===== config.mk =====
export PLATFORM = sky130hd
export DESIGN_NAME = cmd_fifo
export DESIGN_NICKNAME = d
export VERILOG_FILES = /design/src/cmd_fifo.sv
export SDC_FILE = /design/constraint.sdc
export NUM_CORES = 2
export LEC_CHECK = 0
export BUFFER_PORTS_ARGS = -buffer_cell sky130_fd_sc_hd__buf_2
export CAP_MARGIN = 20
export CORE_ASPECT_RATIO = 1.25
export CORE_MARGIN = 2
export CORE_UTILIZATION = 56
export CTS_BUF_LIST = sky130_fd_sc_hd__clkbuf_16
export CTS_CLUSTER_DIAMETER = 60
export CTS_CLUSTER_SIZE = 14
export DETAILED_ROUTE_END_ITERATION = 8
export HOLD_SLACK_MARGIN = 0.08
export PLACE_DENSITY_LB_ADDON = 0.12
export SLEW_MARGIN = 20
export SYNTH_ARGS = -nofsm -noshare
export SYNTH_HDL_FRONTEND = slang
export SYNTH_SLANG_ARGS = --single-unit

===== constraint.sdc =====
create_clock -name clock_tlx -period 11.3 [get_ports clock_tlx]
set_input_delay 2.26 -clock clock_tlx [delete_from_list [all_inputs] [get_ports clock_tlx]]
set_output_delay 2.26 -clock clock_tlx [all_outputs]
set_load 0.005 [all_outputs]

===== src/cmd_fifo.sv =====
// ----------------------------------------
// synchronous FIFO, first word through
// fill count, full/empty, sticky overflow
// ----------------------------------------
`timescale 1ns/1ps

module cmd_fifo #(
  parameter int WIDTH      = 129,
  parameter int FIFO_DEPTH = 16
) (
  input  logic                        clock_tlx,
  input  logic                        resetn,
  input  logic [WIDTH-1:0]            din,
  input  logic                        push,
  input  logic                        pop,
  output logic [WIDTH-1:0]            dout,
  output logic                        empty,
  output logic                        full,
  output logic [$clog2(FIFO_DEPTH):0] count,
  output logic                        overflow
);

  localparam int AW = $clog2(FIFO_DEPTH);

  logic [WIDTH-1:0] mem [FIFO_DEPTH];
  logic [AW-1:0]    wr_ptr;
  logic [AW-1:0]    rd_ptr;
  logic             wr_en;
  logic             rd_en;

  assign empty = (count == '0);
  assign full  = (count == (AW+1)'(FIFO_DEPTH));
  // a push into a full FIFO is lost
  assign wr_en = push && !full;
  assign rd_en = pop && !empty;
  // head entry shows without a read cycle
  assign dout  = mem[rd_ptr];

  always_ff @(posedge clock_tlx)
  begin
    if (wr_en)
      mem[wr_ptr] <= din;
  end

  always_ff @(posedge clock_tlx or negedge resetn)
  begin
    if (!resetn)
    begin
      wr_ptr   <= '0;
      rd_ptr   <= '0;
      count    <= '0;
      overflow <= 1'b0;
    end
    else
    begin
      if (wr_en)
        wr_ptr <= wr_ptr + AW'(1);
      if (rd_en)
        rd_ptr <= rd_ptr + AW'(1);
      case ({wr_en, rd_en})
        2'b10:   count <= count + (AW+1)'(1);
        2'b01:   count <= count - (AW+1)'(1);
        default: count <= count;
      endcase
      // stays set until reset
      if (push && full)
        overflow <= 1'b1;
    end
  end

endmodule


==> flow_summary.ini <==
[timing]
min_period_over_period = 0.6151
holdWs_ns = 0.4688
drv_slew = 0
fin_setup_tns_ns = 0
fin_ws_ns = 4.349
hold_viol = 0
fin_skew_ns = 0.02835
tightest_slew_ns = 1.154
fin_crit_ns = 6.951
max-slew-margin-rel = 0.2309
setup_violations = 0
rsz0062_at_grt = no
fmax_mhz = 143.9

[worst_setup_path]
path_max_fanout = 53
reg2reg_setup_slack_ns = 7.08
reg2reg_to = mem[5][45]$_DFFE_PP_
endpoint_kind = primary output
cp_slowest_cell = dfrtp_4
cpMostUsedCell = buf_4
required_ns = 9.04
crit_family = buffers and inverters
crit_type = reg -> out
crit_chain = buf_4 -> nand2_4 -> buf_4 -> o21ai_0 -> a21oi_1 -> a22oi_1 -> nand2_1 -> buf_2
r2r-start = count[0]$_DFFE_PN0P_
crit_arrival_ns = 4.69
cp.buffers_inverters = 3
crit_path_start_kind = flop
slowest_delay_ns = 0.98
ff2ff_path_depth = 7

[synth]
synth_common_cells = edfxtp_1, mux2i_1, mux4_2
syn_avg_cell_area_um2 = 20.31
ys_seq_area_frac = 0.7833
netlist_top_cells_area = edfxtp_1, mux4_2, mux2i_1, mux2_2, o21ai_0
synth_top_cell_by_area = edfxtp_1
syn_nets = 4061
ys_async_sr_fraction = 0.006737
synth_edf_count = 2064
yosysUniqueCellTypes = 31
yosys.area.top_type_share = 0.7789
ys_ff_latch = 2078
yosysWarningCount = 0
synth_most_common_cell = edfxtp_1
syn_area_um2 = 79570
syn_inst = 3918
synth_flop_cell = edfxtp_1

[cells_and_area]
drive_gt1_frac = 0.2193
fin_area_um2 = 87610
fill_cells = 9855
final_nets = 4344
finalNonFillerCells = 6130
multi_input_area_um2 = 16270
area_delta_synth_final_pct = 10.10
final_core_util = 0.6211
regArea_um2 = 62340

[drt]
wl_mm = 184.3
detail_route.vias_per_cell = 6.345
wl_met2_mm = 94.82
ant_nets = 0
drc = 0
avgRoutedWirePerCell_um = 30.06
vias = 38890
drtPass1Iterations = 5
routed-wl-met3_mm = 10.81
top_layer_used = met5
wl_met1_mm = 74.04
drtIter0Drc = 3576

[cts]
cts-root-buf = clkbuf_16
cts_setup_buffers = 0
cts_resized = 0
postCtsHoldBufs = 0
clock_latency_ns = 0.80
path_clk_slew_ns = 0.06
htree_levels = 4
numCtsBuffers = 167
cts_sinks = 2078
cts_buffer_depth = 3
cts_tree = done

[floorplan]
die_w_um = 341.2
fp-row-count = 154
num_io_pins = 270
start_util = 0.5641
die_y_um = 425.4
die-area_um2 = 145100
coreArea_um2 = 141000

[power_and_ir_drop]
powerDensity_nw_per_um2 = 246.3
peakVddDrop_mv = 0.2058
leakagePower_nw = 28.74
p_total_mw = 21.58

[grt]
antenna_found_initial = 39
overflow = 0
grt_first_pass_wirelength_mm = 266.6
grt_max_degree = 162
grt_usage = 0.2543
grt_pass1_vias = 39320

[placed_design]
io_buffers = 269
dp_cells = 5903
place_ws_ns = 5.179
finalWeightedCongestion = 0.7327
dp_hpwl_mm = 87.89
place_area_um2 = 83020

[status]
status = completed

[min_path]
hold_path.class = reg -> reg
worstHoldStart = overflow$_DFFE_PN0P_
holdPathStages = 1
hold_end = overflow$_DFFE_PN0P_

[job]
cap_violations = 0
-- power by group --
| part | switching [mW] | internal, mW | leakage, nW |
|---|---|---|---|
| Combinational | 4.14 | 2.64 | 7.59 |
| Sequential | 0.296 | 9.28 | 18.8 |
| Clock | 2.52 | 2.70 | 2.35 |
| Total | 6.96 | 14.6 | 28.7 |
-- layout by cell type (no fill, tap or decap), types with 7 or more instances in the layout --
cell type	n
nor2_4	12
inv_6	7
mux2_2	129
nand2_1	138
clkbuf_16	170
ha_1	9
dfrtp_1	10
diode_2	9
buf_4	49
inv_1	40
a221oi_1	128
o21ai_0	260
buf_12	15
edfxtp_1	2064
mux4_2	261
xnor2_1	7
buf_2	269
a21oi_1	130
a22oi_1	128
mux2i_1	385
-- worst max path at each step --
stage,startpoint,endpoint,slack (ns),cells past startpoint
floorplan,push,mem[15][0]$_DFFE_PP_,2.48,4
global placement,rd_ptr[2]$_DFFE_PN0P_,dout[79],5.22,8
detailed placement,rd_ptr[2]$_DFFE_PN0P_,dout[0],5.18,8
CTS,rd_ptr[2]$_DFFE_PN0P_,dout[79],4.29,8
global route,rd_ptr[2]$_DFFE_PN0P_,dout[0],4.16,8
finish,rd_ptr[2]$_DFFE_PN0P_,dout[0],4.35,8
-- cell families (layout without fill, tap and decap cells) --
group | Yosys count | in the layout | share of synthesized area
AOI/OAI and AO/OA | 648 | 648 | 0.05088
xor gates and xnor gates | 10 | 10 | 0.001101
adders and majority gates | 10 | 10 | 0.001667
buffers and inverters | 229 | 560 | 0.01406
DFF | 2078 | 2078 | 0.7833
muxes | 775 | 775 | 0.1406
other | 0 | 9 | 0
and+or+nand+nor | 168 | 168 | 0.008397
-- layout make-up --
type,instances,share of cell area
flip-flops and latches,2078,0.7117
well taps,1872,0.02674
clock buffers,170,0.04856
inverters,8,0.0003428
repair buffers,335,0.02344
diodes,9,0.0002571
clock inverters,47,0.003242
multi-input cells,1611,0.1858
-- layer usage --
metal  vias to the layer above  track usage
li1                      16690            -
met1                     20680       0.3406
met2                      1186       0.4358
met3                       311      0.04037
met4                        26      0.07225
met5                         -            0
-- flip-flops by register name, summed over array words and instances (netlist names) --
| register | cells |
|---|---|
| count | 5 |
| mem | 2064 |
| overflow | 1 |
| rd_ptr | 4 |
| wr_ptr | 4 |
No activity file was read; power rests on OpenSTA's default activity.
