===== src/tlx_cmd_pkg.sv =====
// ----------------------------------------
// shared TLX command definitions
// field widths, command struct, credit reserves
// and write opcode decode
// ----------------------------------------
package tlx_cmd_pkg;

  // TLX command field widths
  localparam int OPCODE_W = 8;
  localparam int EA_W     = 68;
  localparam int AFUTAG_W = 16;
  localparam int DL_W     = 2;
  localparam int PL_W     = 3;
  localparam int ACTAG_W  = 12;
  localparam int PASID_W  = 20;

  // credit counter widths
  localparam int CMD_CREDIT_W  = 4;
  localparam int DATA_CREDIT_W = 6;

  // issue needs cmd credit above, data credit at or above these
  localparam logic [CMD_CREDIT_W-1:0]  CMD_CREDIT_RESERVE  = 4'd3;
  localparam logic [DATA_CREDIT_W-1:0] DATA_CREDIT_RESERVE = 6'd5;

  // one overflow flag per FIFO
  localparam int FIFO_COUNT = 4;

  // TLX opcodes
  localparam logic [OPCODE_W-1:0] OPC_RD_WNITC  = 8'h10;
  localparam logic [OPCODE_W-1:0] OPC_DMA_W     = 8'h20;
  localparam logic [OPCODE_W-1:0] OPC_DMA_W_N   = 8'h24;
  localparam logic [OPCODE_W-1:0] OPC_DMA_PR_W  = 8'h30;
  localparam logic [OPCODE_W-1:0] OPC_INTRP_REQ = 8'h58;

  // opcode in the low byte, pasid on top, 129 bits
  typedef struct packed {
    logic [PASID_W-1:0]  pasid;
    logic [ACTAG_W-1:0]  actag;
    logic [PL_W-1:0]     pl;
    logic [DL_W-1:0]     dl;
    logic [AFUTAG_W-1:0] afutag;
    logic [EA_W-1:0]     ea_or_obj;
    logic [OPCODE_W-1:0] opcode;
  } tlx_cmd_t;

  // commands that carry write data
  function automatic logic is_write_op(input logic [OPCODE_W-1:0] opcode);
    return (opcode == OPC_DMA_W) || (opcode == OPC_DMA_W_N) || (opcode == OPC_DMA_PR_W);
  endfunction

endpackage


===== src/wdata_sequencer.sv =====
// ----------------------------------------
// write data sequencer: even then odd half
// onto the TLX data bus
// ----------------------------------------
`timescale 1ns/1ps

module wdata_sequencer #(
  parameter int HALF_W = 512
) (
  input  logic                  clock_tlx,
  input  logic                  resetn,
  input  logic                  afu_tlx_cmd_valid,
  input  tlx_cmd_pkg::tlx_cmd_t afu_tlx_cmd,
  input  logic [HALF_W-1:0]     even_data,
  input  logic [HALF_W-1:0]     odd_data,
  output logic                  even_pop,
  output logic                  odd_pop,
  output logic                  afu_tlx_cdata_valid,
  output logic [HALF_W-1:0]     afu_tlx_cdata_bus
);

  logic odd_beat;

  // even half goes out with the write command itself
  assign even_pop = afu_tlx_cmd_valid && tlx_cmd_pkg::is_write_op(afu_tlx_cmd.opcode);

  // --------------------------------------
  // odd half, one cycle later
  // --------------------------------------
  // odd FIFO is always drained to stay in step with even
  // the beat only shows when dl bit 1 asks for it
  always_ff @(posedge clock_tlx or negedge resetn)
  begin
    if (!resetn)
    begin
      odd_pop  <= 1'b0;
      odd_beat <= 1'b0;
    end
    else
    begin
      odd_pop  <= even_pop;
      odd_beat <= even_pop && afu_tlx_cmd.dl[1];
    end
  end

  assign afu_tlx_cdata_valid = even_pop || odd_beat;
  // even first
  assign afu_tlx_cdata_bus   = even_pop ? even_data : odd_data;

endmodule


===== config.mk =====
export PLATFORM = sky130hd
export DESIGN_NAME = wdata_sequencer
export DESIGN_NICKNAME = d
export VERILOG_FILES = /design/src/tlx_cmd_pkg.sv /design/src/wdata_sequencer.sv
export SDC_FILE = /design/constraint.sdc
export NUM_CORES = 1
export LEC_CHECK = 0
export BUFFER_PORTS_ARGS = -buffer_cell sky130_fd_sc_hd__buf_2
export CAP_MARGIN = 20
export CORE_AREA = 2 2 656 658
export DETAILED_ROUTE_END_ITERATION = 8
export DIE_AREA = 0 0 658 660
export REMOVE_ABC_BUFFERS = 1
export SYNTH_ARGS = -nofsm -noshare
export SYNTH_HDL_FRONTEND = slang
export SYNTH_SLANG_ARGS = --single-unit

===== constraint.sdc =====
create_clock -name clock_tlx -period 1.75 [get_ports clock_tlx]
set_input_delay 0.35 -clock clock_tlx [delete_from_list [all_inputs] [get_ports clock_tlx]]
set_output_delay 0.35 -clock clock_tlx [all_outputs]
set_load 0.01 [all_outputs]

==> results.toml <==
[timing]
maxClockFrequency_ghz = 0.4164
finalSetupViolCount = 514
maxSlewHeadroom = 0.7564
worst_pin_slew_ns = 0.3679
layout_min_cycle_time_ns = 2.401
fin_crit_sh = 1.372
fin_ws_ns = -0.6513
setup_tns_ns = -277.77
rsz0062_at_grt = "yes"
report.final.slew_viol_count = 0
hold_viol = 0

[global_routing]
gr-usage-all-layers = 0.1739
grt_pass1_wl_mm = 421.1
grt_max_degree = 35
grt_overflow = 0
grt_pass1_vias = 13318
antenna_found_initial = 768

[routing]
drt_iter0_drc = 786
firstDrtPassIters = 5
drc = 0
wirelength_mm = 395.2
ant_nets = 0
wire_per_inst_um = 48.83
viasPerCell = 2.020
vias = 16347

[layout]
final_cell_mix = "buf_2, mux2_4, buf_6, buf_12, buf_4"
layout_commonest_cell = "buf_2"
n_fill_cell = 50057
final_net_count = 3343
drive_gt1_frac = 0.9954
synthToLayoutAreaGrowth_pct = 239.3

[worst_setup_path]
start_kind = "primary input"
endpoint_kind = "output pin"
required_ns = 1.40
crit_arrival_ns = 2.05
crit_fanout = 8
crit_type = "in -> out"

[clock_network]
clk_pin_slew_ns = 0.03
cts_tree = "built"
root_buffer = "clkbuf_16"
numCtsBuffers = 3
htree_levels = 1
clockBufferDepth = 2
cts.sinks = 2

[placed_design]
hpwl_mm = 383.5
gp_congestion = 1.137
io_buffer_count = 1550

[floorplanning]
die_h_um = 660
io-pin-count = 1671
initial_core_util = 0.01917
fp-row-count = 240
die_x_um = 658
core-area_um2 = 426700
die_area_um2 = 434300

[synthesis]
syn-cell-area_um2 = 8182
synth_area_per_cell_um2 = 14.16
ys_seq_elements = 2
ys_seq_area_frac = 0.006117
ys_types = 13
yosysWarnings = 0
syn_inst = 578

[pwr]
fin_total_pwr_mw = 6.243
power.density_nw_per_um2 = 224.9
leakagePower_nw = 12.81
max-vdd-ir-drop_uv = 152.9

[status]
outcome = "complete, but fails checks"
violations = "negative setup slack"

[job]
maxCapViolCount = 0

[worst_hold_path]
hold_path_class = "in -> reg"
cell type report:
cell class	count	area [um^2]	share of cell area
Clock buffer	3	75.07	0.002704
Timing Repair Buffer	1661	12410	0.4470
Multi-Input combinational cell	518	7551	0.2720
Antenna cell	222	555.5	0.02001
Inverter	1	3.754	0.0001352
Sequential cell	2	50.05	0.001803
Tap cell	5687	7116	0.2563
flip-flops by register name (all words and copies together), names as in the netlist:
name	count
odd_beat	1
odd_pop	1
power by group:
part           switching [mW]  internal [mW]  total, mW
Sequential          0.0000523         0.0468     0.0468
Clock                  0.0528          0.291      0.343
Combinational            3.05           2.81       5.85
Total                    3.10           3.14       6.24
worst paths after layout:
check                      cells past startpoint       startpoint                     end  slack, ns
max in group asynchronous                      2           resetn      odd_beat$_DFF_PN0_       1.12
min in group asynchronous                      2           resetn       odd_pop$_DFF_PN0_       0.54
min                                            2  afu_tlx_cmd[93]      odd_beat$_DFF_PN0_       0.34
max                                            9   afu_tlx_cmd[0]  afu_tlx_cdata_bus[270]      -0.65
logic make-up after synthesis:
kind of cell | synth area share
mux | 0.9148
flops | 0.006117
simple gates | 0.004740
buf+inv | 0.07432
synthesized netlist by cell type (all sizes together):
master | n | share of area
mux2 | 512 | 0.91
and4bb | 1 | 0.0015
nand2 | 1 | 0.00046
buf | 57 | 0.074
nand3 | 1 | 0.00061
and2 | 1 | 0.00077
nand2b | 1 | 0.00077
dfrtp | 2 | 0.0061
inv | 1 | 0.00046
nor3 | 1 | 0.00061
per-stage QoR:
stage | worst slack, ns | cells | hold slack (ns) | area (um^2) | utilization
after floorplan | -23.20 | 521 | 0.05441 | 7577 | -
after global placement | -0.6821 | 7828 | 0.1373 | 25140 | 0.05892
after detailed placement | -0.7075 | 7828 | 0.1413 | 25140 | 0.05892
after CTS | -0.6775 | 7860 | 0.3435 | 26380 | 0.06183
after global routing | -0.6692 | 7943 | 0.3547 | 27380 | 0.06417
final | -0.6513 | 8094 | 0.3402 | 27760 | 0.06506
critical path, stage by stage:
cell and delay [ns]:
buf_6 0.09, and4bb_1 0.31, nand3_4 0.11, buf_12 0.17, buf_12 0.17, buf_16 0.16, clkbuf_16 0.18, mux2_4 0.31
buf_6 0.13
layer usage:
layer	wire, um	vias up	track usage
met5	2823	-	0.002549
met4	9066	430	0.01602
met3	74110	1247	0.1532
met2	176300	2176	0.2851
met1	133000	6782	0.1695
li1	-	5712	-
what timing repair did:
| item | CTS | global route |
|---|---|---|
| cloned | 7 | 6 |
| buffers inserted | 21 | 7 |
| endpoints found under the hold margin | 2 | 0 |
| gates resized for setup | 226 | 213 |
| hold buffers | 1 | 0 |
| endpoints found under the setup margin | 514 | 515 |
| pin swaps | 0 | 1 |
No activity file was read; power rests on OpenSTA's default activity.
