`src/tlx_cmd_pkg.sv`:
```
// ----------------------------------------
// shared TLX command definitions
// field widths, command struct, credit reserves
// and write opcode decode
// ----------------------------------------
package tlx_cmd_pkg;

  // TLX command field widths
  localparam int OPCODE_W = 8;
  localparam int EA_W     = 68;
  localparam int AFUTAG_W = 16;
  localparam int DL_W     = 2;
  localparam int PL_W     = 3;
  localparam int ACTAG_W  = 12;
  localparam int PASID_W  = 20;

  // credit counter widths
  localparam int CMD_CREDIT_W  = 4;
  localparam int DATA_CREDIT_W = 6;

  // issue needs cmd credit above, data credit at or above these
  localparam logic [CMD_CREDIT_W-1:0]  CMD_CREDIT_RESERVE  = 4'd3;
  localparam logic [DATA_CREDIT_W-1:0] DATA_CREDIT_RESERVE = 6'd5;

  // one overflow flag per FIFO
  localparam int FIFO_COUNT = 4;

  // TLX opcodes
  localparam logic [OPCODE_W-1:0] OPC_RD_WNITC  = 8'h10;
  localparam logic [OPCODE_W-1:0] OPC_DMA_W     = 8'h20;
  localparam logic [OPCODE_W-1:0] OPC_DMA_W_N   = 8'h24;
  localparam logic [OPCODE_W-1:0] OPC_DMA_PR_W  = 8'h30;
  localparam logic [OPCODE_W-1:0] OPC_INTRP_REQ = 8'h58;

  // opcode in the low byte, pasid on top, 129 bits
  typedef struct packed {
    logic [PASID_W-1:0]  pasid;
    logic [ACTAG_W-1:0]  actag;
    logic [PL_W-1:0]     pl;
    logic [DL_W-1:0]     dl;
    logic [AFUTAG_W-1:0] afutag;
    logic [EA_W-1:0]     ea_or_obj;
    logic [OPCODE_W-1:0] opcode;
  } tlx_cmd_t;

  // commands that carry write data
  function automatic logic is_write_op(input logic [OPCODE_W-1:0] opcode);
    return (opcode == OPC_DMA_W) || (opcode == OPC_DMA_W_N) || (opcode == OPC_DMA_PR_W);
  endfunction

endpackage

```
`src/cmd_arbiter.sv`:
```
// ----------------------------------------
// command arbiter: interrupt hold, write/read
// alternation, credit-gated issue, output register
// ----------------------------------------
`timescale 1ns/1ps

module cmd_arbiter (
  input  logic                  clock_tlx,
  input  logic                  resetn,
  input  tlx_cmd_pkg::tlx_cmd_t wr_head,
  input  tlx_cmd_pkg::tlx_cmd_t rd_head,
  input  logic                  wr_empty,
  input  logic                  rd_empty,
  input  logic                  in_cmd_valid,
  input  tlx_cmd_pkg::tlx_cmd_t in_cmd,
  input  logic                  issue_ok,
  output logic                  wr_pop,
  output logic                  rd_pop,
  output logic                  afu_tlx_cmd_valid,
  output tlx_cmd_pkg::tlx_cmd_t afu_tlx_cmd
);

  logic                  int_pending;
  tlx_cmd_pkg::tlx_cmd_t int_cmd;
  logic                  int_pop;
  logic                  wr_turn;
  logic                  out_two_beat;
  logic                  odd_stall;
  logic                  stall;
  logic                  can_issue;
  tlx_cmd_pkg::tlx_cmd_t next_cmd;

  // --------------------------------------
  // issue gate
  // --------------------------------------
  // credit counters lag the port by a cycle, so hold issue while a
  // command is on the port and during the odd beat of a two-beat write
  assign out_two_beat = afu_tlx_cmd_valid && afu_tlx_cmd.dl[1]
                        && tlx_cmd_pkg::is_write_op(afu_tlx_cmd.opcode);
  assign stall        = afu_tlx_cmd_valid || odd_stall;
  assign can_issue    = issue_ok && !stall;

  // interrupt first, then the channel whose turn it is
  assign int_pop  = can_issue && int_pending;
  assign wr_pop   = can_issue && !int_pending && !wr_empty && (wr_turn || rd_empty);
  assign rd_pop   = can_issue && !int_pending && !rd_empty && (!wr_turn || wr_empty);
  assign next_cmd = int_pending ? int_cmd : (wr_pop ? wr_head : rd_head);

  // interrupt payload
  always_ff @(posedge clock_tlx)
  begin
    if (in_cmd_valid)
      int_cmd <= in_cmd;
  end

  always_ff @(posedge clock_tlx or negedge resetn)
  begin
    if (!resetn)
    begin
      int_pending       <= 1'b0;
      wr_turn           <= 1'b1;
      odd_stall         <= 1'b0;
      afu_tlx_cmd_valid <= 1'b0;
    end
    else
    begin
      if (in_cmd_valid)
        int_pending <= 1'b1;
      else if (int_pop)
        int_pending <= 1'b0;
      // hand the turn to the other channel
      if (wr_pop || rd_pop)
        wr_turn <= !wr_pop;
      odd_stall         <= out_two_beat;
      afu_tlx_cmd_valid <= int_pop || wr_pop || rd_pop;
    end
  end

  // command payload to TLX
  always_ff @(posedge clock_tlx)
  begin
    if (int_pop || wr_pop || rd_pop)
      afu_tlx_cmd <= next_cmd;
  end

endmodule

```
`config.mk`:
```
export PLATFORM = sky130hd
export DESIGN_NAME = cmd_arbiter
export DESIGN_NICKNAME = d
export VERILOG_FILES = /design/src/tlx_cmd_pkg.sv /design/src/cmd_arbiter.sv
export SDC_FILE = /design/constraint.sdc
export NUM_CORES = 1
export LEC_CHECK = 0
export ABC_AREA = 1
export BUFFER_PORTS_ARGS = -buffer_cell sky130_fd_sc_hd__buf_2
export CAP_MARGIN = 10
export CORE_AREA = 4 4 200 202
export CTS_CLUSTER_SIZE = 40
export DETAILED_ROUTE_END_ITERATION = 8
export DIE_AREA = 0 0 204 206
export GPL_TIMING_DRIVEN = 0
export PLACE_DENSITY = 0.5
export SLEW_MARGIN = 20
export SYNTH_ARGS = -nofsm -noshare
export SYNTH_HDL_FRONTEND = slang
export SYNTH_SLANG_ARGS = --single-unit
```
`constraint.sdc`:
```
create_clock -name clock_tlx -period 9.3 [get_ports clock_tlx]
set_input_delay 1.86 -clock clock_tlx [delete_from_list [all_inputs] [get_ports clock_tlx]]
set_output_delay 1.86 -clock clock_tlx [all_outputs]
set_load 0.005 [all_outputs]
```
==> reports/qor.csv, run 1 <==
metric,value,unit
status,completed,
hold_buf cts,0,
Leak,0.007544,µW
clk sinks,262,
Starting Density,28.83,%
f_max,0.2096,GHz
VDD IR max,0.0001329,V
Synth Area per Inst,10.81,µm²
Critical Path Start,wr_empty,
Die Ht,206,µm
Root Buffer,clkbuf_16,
Core Area,0.03829,mm²
Multi-input gate area,0.002380,mm²
"Req. time, crit path",7440,ps
Worst Setup Start Kind,input pin,
Longest Clk Path Bufs,3,
CP max stage cell,nor2_4,
Worst Path Max Fanout,10,
CTS tree,yes,
Seq. cell area,0.007849,mm²
synthesized instance count,1021,
Setup-failing EPs final,0,
post-synthesis register bit count,262,
Final period util,51.30,%
PostCTS Resize Cnt,0,
crit path cell chain,buf_2 -> inv_1 -> o21ai_1 -> nor2_4 -> buf_6 -> buf_6 -> buf_2,
grt total ovfl,0,
vias per cell,4.238,
initial antenna violation count,19,
Critical Path AT,2910,ps
wire per inst,18.31,µm
R2R Path Start,int_pending,
via count,9081,
R2R setup slack,7240,ps
asr flop ratio synth,1.527,%
GRT Total Usage,17.61,%
IO buf count,524,
MaxCap Viol Count,0,
num ports,525,
Post-CTS Setup Bufs,0,
most frequent cells after synthesis,"391 x nand2_1, 258 x edfxtp_1, 132 x inv_1, 85 x a21oi_1, 48 x nor2_1",
share of the synthesized area in the top cell type,70.18,%
Layout Nets,1980,
worst skew pair latency,550,ps
CP Capture Point,wr_pop,
largest net degree at the start of global routing,89,
row count,72,
Layout area overhead,41.04,%
syn_nets,1414,
HPWL after detailed placement,30840,µm
"EDFF count, synth",258,
Post-Syn Area,0.01104,mm²
CP bufs+invs,5,
Crit path largest cell delay,240,ps
Worst-path clk slew,60,ps
minimum clock period,4771,ps
"antenna viol nets, final",0,
number of global-route vias before repair,9320,
CP Class,input pin to primary output,
crit end category,primary output,
Rel. slew slack,45.99,%
Post-route DRC,0,
drt first pass iters,4,
Synth area leader,edfxtp_1,
setup_tns,0,ps
H-tree depth,1,
top_reg_cell synth,edfxtp_1,
CTS buffer count,31,
synth top area cells,"edfxtp_1 70%, nand2_1 13%, inv_1 4.5%",
sequential fraction of the synthesis area,71.10,%
RR Endpoint,afu_tlx_cmd[5],
Layout Skew,11.00,ps
CP top delay family,buffers and inverters,
worst reg2reg path depth,6,
Cell variety after synth,22,
layout cells sized above 1,38.31,%
Worst Tran Pin Value,810.2,ps
Final GP Congestion,0.8548,
Post-Route WL,39250,µm
final hold viol count,0,
Tot Pwr,2989,µW
hold path cells,2,
DRT iter0 DRCs,479,
first-pass GRT wire length,56140,µm
"Slew Viols, Final",0,
power density over cell area,192.0,mW/mm²
"count leader, synth",nand2_1,
Hold WC Path Type,flip-flop to flip-flop,
Syn. warnings,0,
Die ar.,0.04202,mm²
Fillers,3838,
RSZ-0062 raised after global routing,no,
Die X,204,µm
WP depth,7,
[logic make-up (layout without fill, tap and decap cells)]
family | after synthesis | in the layout | share of synthesized area [%]
compound gates | 89 | 89 | 4.092
buf+inv | 181 | 768 | 7.481
other cells | 0 | 17 | 0
flops | 262 | 262 | 71.10
simple gates | 489 | 489 | 17.33
[layer usage]
metal | routed length (µm) | track usage [%]
met1 | 15700 | 22.15
met2 | 19710 | 30.03
met3 | 2669 | 3.279
met4 | 1141 | 7.274
met5 | 29 | 0
[worst min-delay path by stage]
stage | startpoint | endpoint | slack, ps
after floorplan | afu_tlx_cmd[2] | odd_stall | 450
after global placement | wr_turn | wr_turn | 460
after detailed placement | wr_turn | wr_turn | 470
after CTS | wr_turn | wr_turn | 480
after global routing | wr_turn | wr_turn | 500
final | wr_turn | wr_turn | 470
[cell type report]
class                           instances  area share, %
Tap cell                              518          4.163
Clock inverter                         14         0.8679
Multi-Input combinational cell        578          15.28
Inverter                              134          3.230
Sequential cell                       262          50.41
Buffer                                 47          2.073
Timing Repair Buffer                  533          18.50
Clock buffer                           40          5.199
Antenna cell                           17         0.2732
[worst reg2reg max path, cell delays in order, from the launching register on]
cell and delay (ps):
dfrtp_1 310, buf_2 160, clkbuf_1 630, buf_2 370, nor2_1 70, nand2_1 70, nand3_1 150
[state kept, by name, summed over array words and instances, names as in the netlist]
name               flops
afu_tlx_cmd          129
int_cmd              129
afu_tlx_cmd_valid      1
int_pending            1
odd_stall              1
wr_turn                1
[power breakdown]
group / switching, µW / internal [µW] / total [µW]
Sequential: 29.0 / 1420 / 1450
Clock: 467 / 687 / 1150
Combinational: 212 / 169 / 382
[cells in the final DEF, fill, tap and decap left out, types with 2 or more instances in the layout]
cell type	n
a21oi_1	85
buf_16	9
buf_2	544
buf_4	4
buf_6	14
bufinv_16	3
clkbuf_1	16
clkbuf_16	31
clkinv_1	8
clkinv_2	3
dfrtp_1	3
diode_2	17
edfxtp_1	258
inv_1	132
inv_2	2
nand2_1	391
nand3_1	46
nor2_1	48
[through the flow]
step | utilization [%] | setup slack (ps) | hold WS [ps] | std cells | cell area, µm²
floorplan | - | 2914 | 450.1 | 1021 | 11050
global placement | 37.39 | 182.0 | 459.9 | 2063 | 14320
detailed placement | 38.09 | 4475 | 467.0 | 2072 | 14580
CTS | 40.56 | 4472 | 475.5 | 2126 | 15530
global route | 40.65 | 4397 | 498.4 | 2141 | 15560
finish | 40.67 | 4529 | 474.7 | 2143 | 15570
No activity file was read; power rests on OpenSTA's default activity.
==> inputs of run 2 (changes only) <==
- CORE_AREA: 4 4 200 202 -> 4 4 205 207
- DIE_AREA: 0 0 204 206 -> 0 0 209 211
- clock period: 9.3 -> 4.28 ns (I/O delays scaled with it)
==> run 2 against run 1 <==
Die area increased by 4.9%. Combinational power grew 110%. Hold slack got worse by 350 ps. Sequential cell count is the same. Utilization fell by 2.0 points. Clock power rose by 130%. Largest cell class unchanged. Sequential share of layout area shrank 0.14 points. Sequential power increased by 120%. Via count decreased by 0.14%.
==> reports/qor.csv, run 2 (synthesis gave the netlist of run 1 again) <==
metric,value,unit,change
Final period util,66.67,%,
initial antenna violation count,9,,-10
HPWL after detailed placement,29890,µm,-3.1%
grt total ovfl,0,,unchanged
switching share of power,23.98,%,+0.28 points
"commonest cells after routing, fill and taps aside","544 x buf_2, 391 x nand2_1, 258 x edfxtp_1, 132 x inv_1, 85 x a21oi_1",,
Layout Skew,16.00,ps,+4.992 ps
WP depth,7,,unchanged
final setup margin,1427,ps,-3103 ps
largest net degree at the start of global routing,71,,-20%
Starting Density,27.35,%,-1.5 points
Worst Setup Start Kind,flip-flop,,
crit path cell chain,buf_2 -> inv_2 -> nand3_2 -> nor2_4 -> buf_6 -> buf_6 -> buf_2,,
Final GP Congestion,0.8673,,+1.5%
Post-route DRC,0,,unchanged
CTS tree,yes,,
Post-Route WL,38130,µm,-2.8%
first-pass GRT wire length,54970,µm,-2.1%
Tot Pwr,6676,µW,+120%
status,completed,,
Setup-failing EPs final,0,,unchanged
RSZ-0062 raised after global routing,no,,
num ports,525,,unchanged
Met1 Routed Length,15200,µm,-3.2%
Core Area,0.04037,mm²,+5.4%
CP top delay family,buffers and inverters,,
final hold slack,125.4,ps,-349.3 ps
clock share of power,40.5,%,+1.9 points
worst skew pair latency,530,ps,-20 ps
combinational share of power,12.3,%,-0.5 points
Worst Tran Pin Value,825.9,ps,+15.71 ps
layout cells sized above 1,38.63,%,+0.33 points
Critical Path AT,2000,ps,-910 ps
Pint,5075,µW,+120%
Die X,209,µm,+2.5%
Longest Clk Path Bufs,3,,unchanged
wire per inst,17.75,µm,-3.1%
row count,74,,+2.8%
Hold WC Path Type,input pin to asynchronous set/reset pin,,
number of global-route vias before repair,9310,,-0.11%
Largest regs,"afu_tlx_cmd x129, int_cmd x129",,
IO buf count,524,,unchanged
CTS buffer count,34,,+9.7%
hold_buf cts,0,,unchanged
Die ar.,0.04410,mm²,+4.9%
GRT Total Usage,16.37,%,-1.2 points
"antenna viol nets, final",0,,unchanged
MaxCap Viol Count,0,,unchanged
Crit path largest cell delay,350,ps,+110 ps
CP Class,flip-flop to primary output,,
via count,9068,,-0.14%
Fillers,4101,,+6.9%
CP max stage cell,dfrtp_1,,
Worst Path Max Fanout,10,,unchanged
Rel. slew slack,44.94,%,-1.0 points
Layout area overhead,41.44,%,
Switch Pwr,1601,µW,+130%
H-tree depth,2,,+1
VDD IR max,0.0003016,V,+130%
Layout Nets,1982,,+0.10%
drt first pass iters,5,,+1
clk sinks,262,,unchanged
minimum clock period,2853,ps,
crit end category,primary output,,
"Req. time, crit path",3420,ps,-4020 ps
Root Buffer,clkbuf_16,,
CP bufs+invs,5,,unchanged
final hold viol count,0,,unchanged
vias per cell,4.222,,-0.38%
Worst-path clk slew,60,ps,about the same
"most common cell after layout, fill and taps aside",buf_2,,
Post-CTS Setup Bufs,0,,unchanged
setup_tns,0,ps,unchanged
worst reg2reg path depth,6,,unchanged
Die Ht,211,µm,+2.4%
met3 WL,2763,µm,+3.5%
register share of total power,47.2,%,-1.4 points
power density over cell area,427.5,mW/mm²,+120%
"worst slack, placed",1479,ps,-2996 ps
R2R setup slack,2050,ps,-5190 ps
Leak,0.007562,µW,+0.24%
Max Used Layer,met5,,
f_max,0.3505,GHz,
"Slew Viols, Final",0,,unchanged
PostCTS Resize Cnt,0,,unchanged
routed wl met2,19060,µm,-3.3%
DRT iter0 DRCs,634,,+32%
-- run 2: through the flow --
stage | utilization [%] | instances | area (µm²)
2_1_floorplan | - | 1021 | 11050
3_3_place_gp | 35.53 | 2077 | 14340
3_5_place_dp | 36.07 | 2085 | 14560
4_1_cts | 38.64 | 2142 | 15600
5_1_grt | 38.67 | 2147 | 15610
6_report | 38.68 | 2148 | 15610
-- run 2: path summary, 6_finish.rpt --
kind / from / to
worst max-delay path: int_pending / wr_pop
worst min-delay path: resetn / odd_stall
worst max register to register: afu_tlx_cmd_valid / afu_tlx_cmd[122]
worst min register to register: afu_tlx_cmd[4] / odd_stall
max in group asynchronous: resetn / wr_turn
min in group clock_tlx: afu_tlx_cmd[4] / odd_stall
-- run 2: routing by layer --
layer	track usage [%]	up-vias
li1	-	4464
met3	4.604	67
met4	5.806	4
met5	0	-
met2	28.21	360
met1	19.78	4173
-- run 2: area by class of cell --
cell class,instances,area (µm²),share of cell area (%)
antenna,6,15.01,0.09616
buffer,47,322.8,2.067
clock buffer,43,905.9,5.802
clock inverter,14,132.6,0.8494
inverter,134,503.0,3.221
multi-input combinational,578,2380,15.24
sequential,262,7849,50.27
tap,532,665.6,4.263
timing repair buffer,532,2840,18.19
-- run 2: power by group through the flow --
stage,sequential [µW],clock [µW],combinational (µW)
detailed placement,3200,0,835
finish,3150,2700,821
global route,3170,2890,929
global placement,3220,0,792
CTS,3150,2780,837
floorplan,3220,0,325
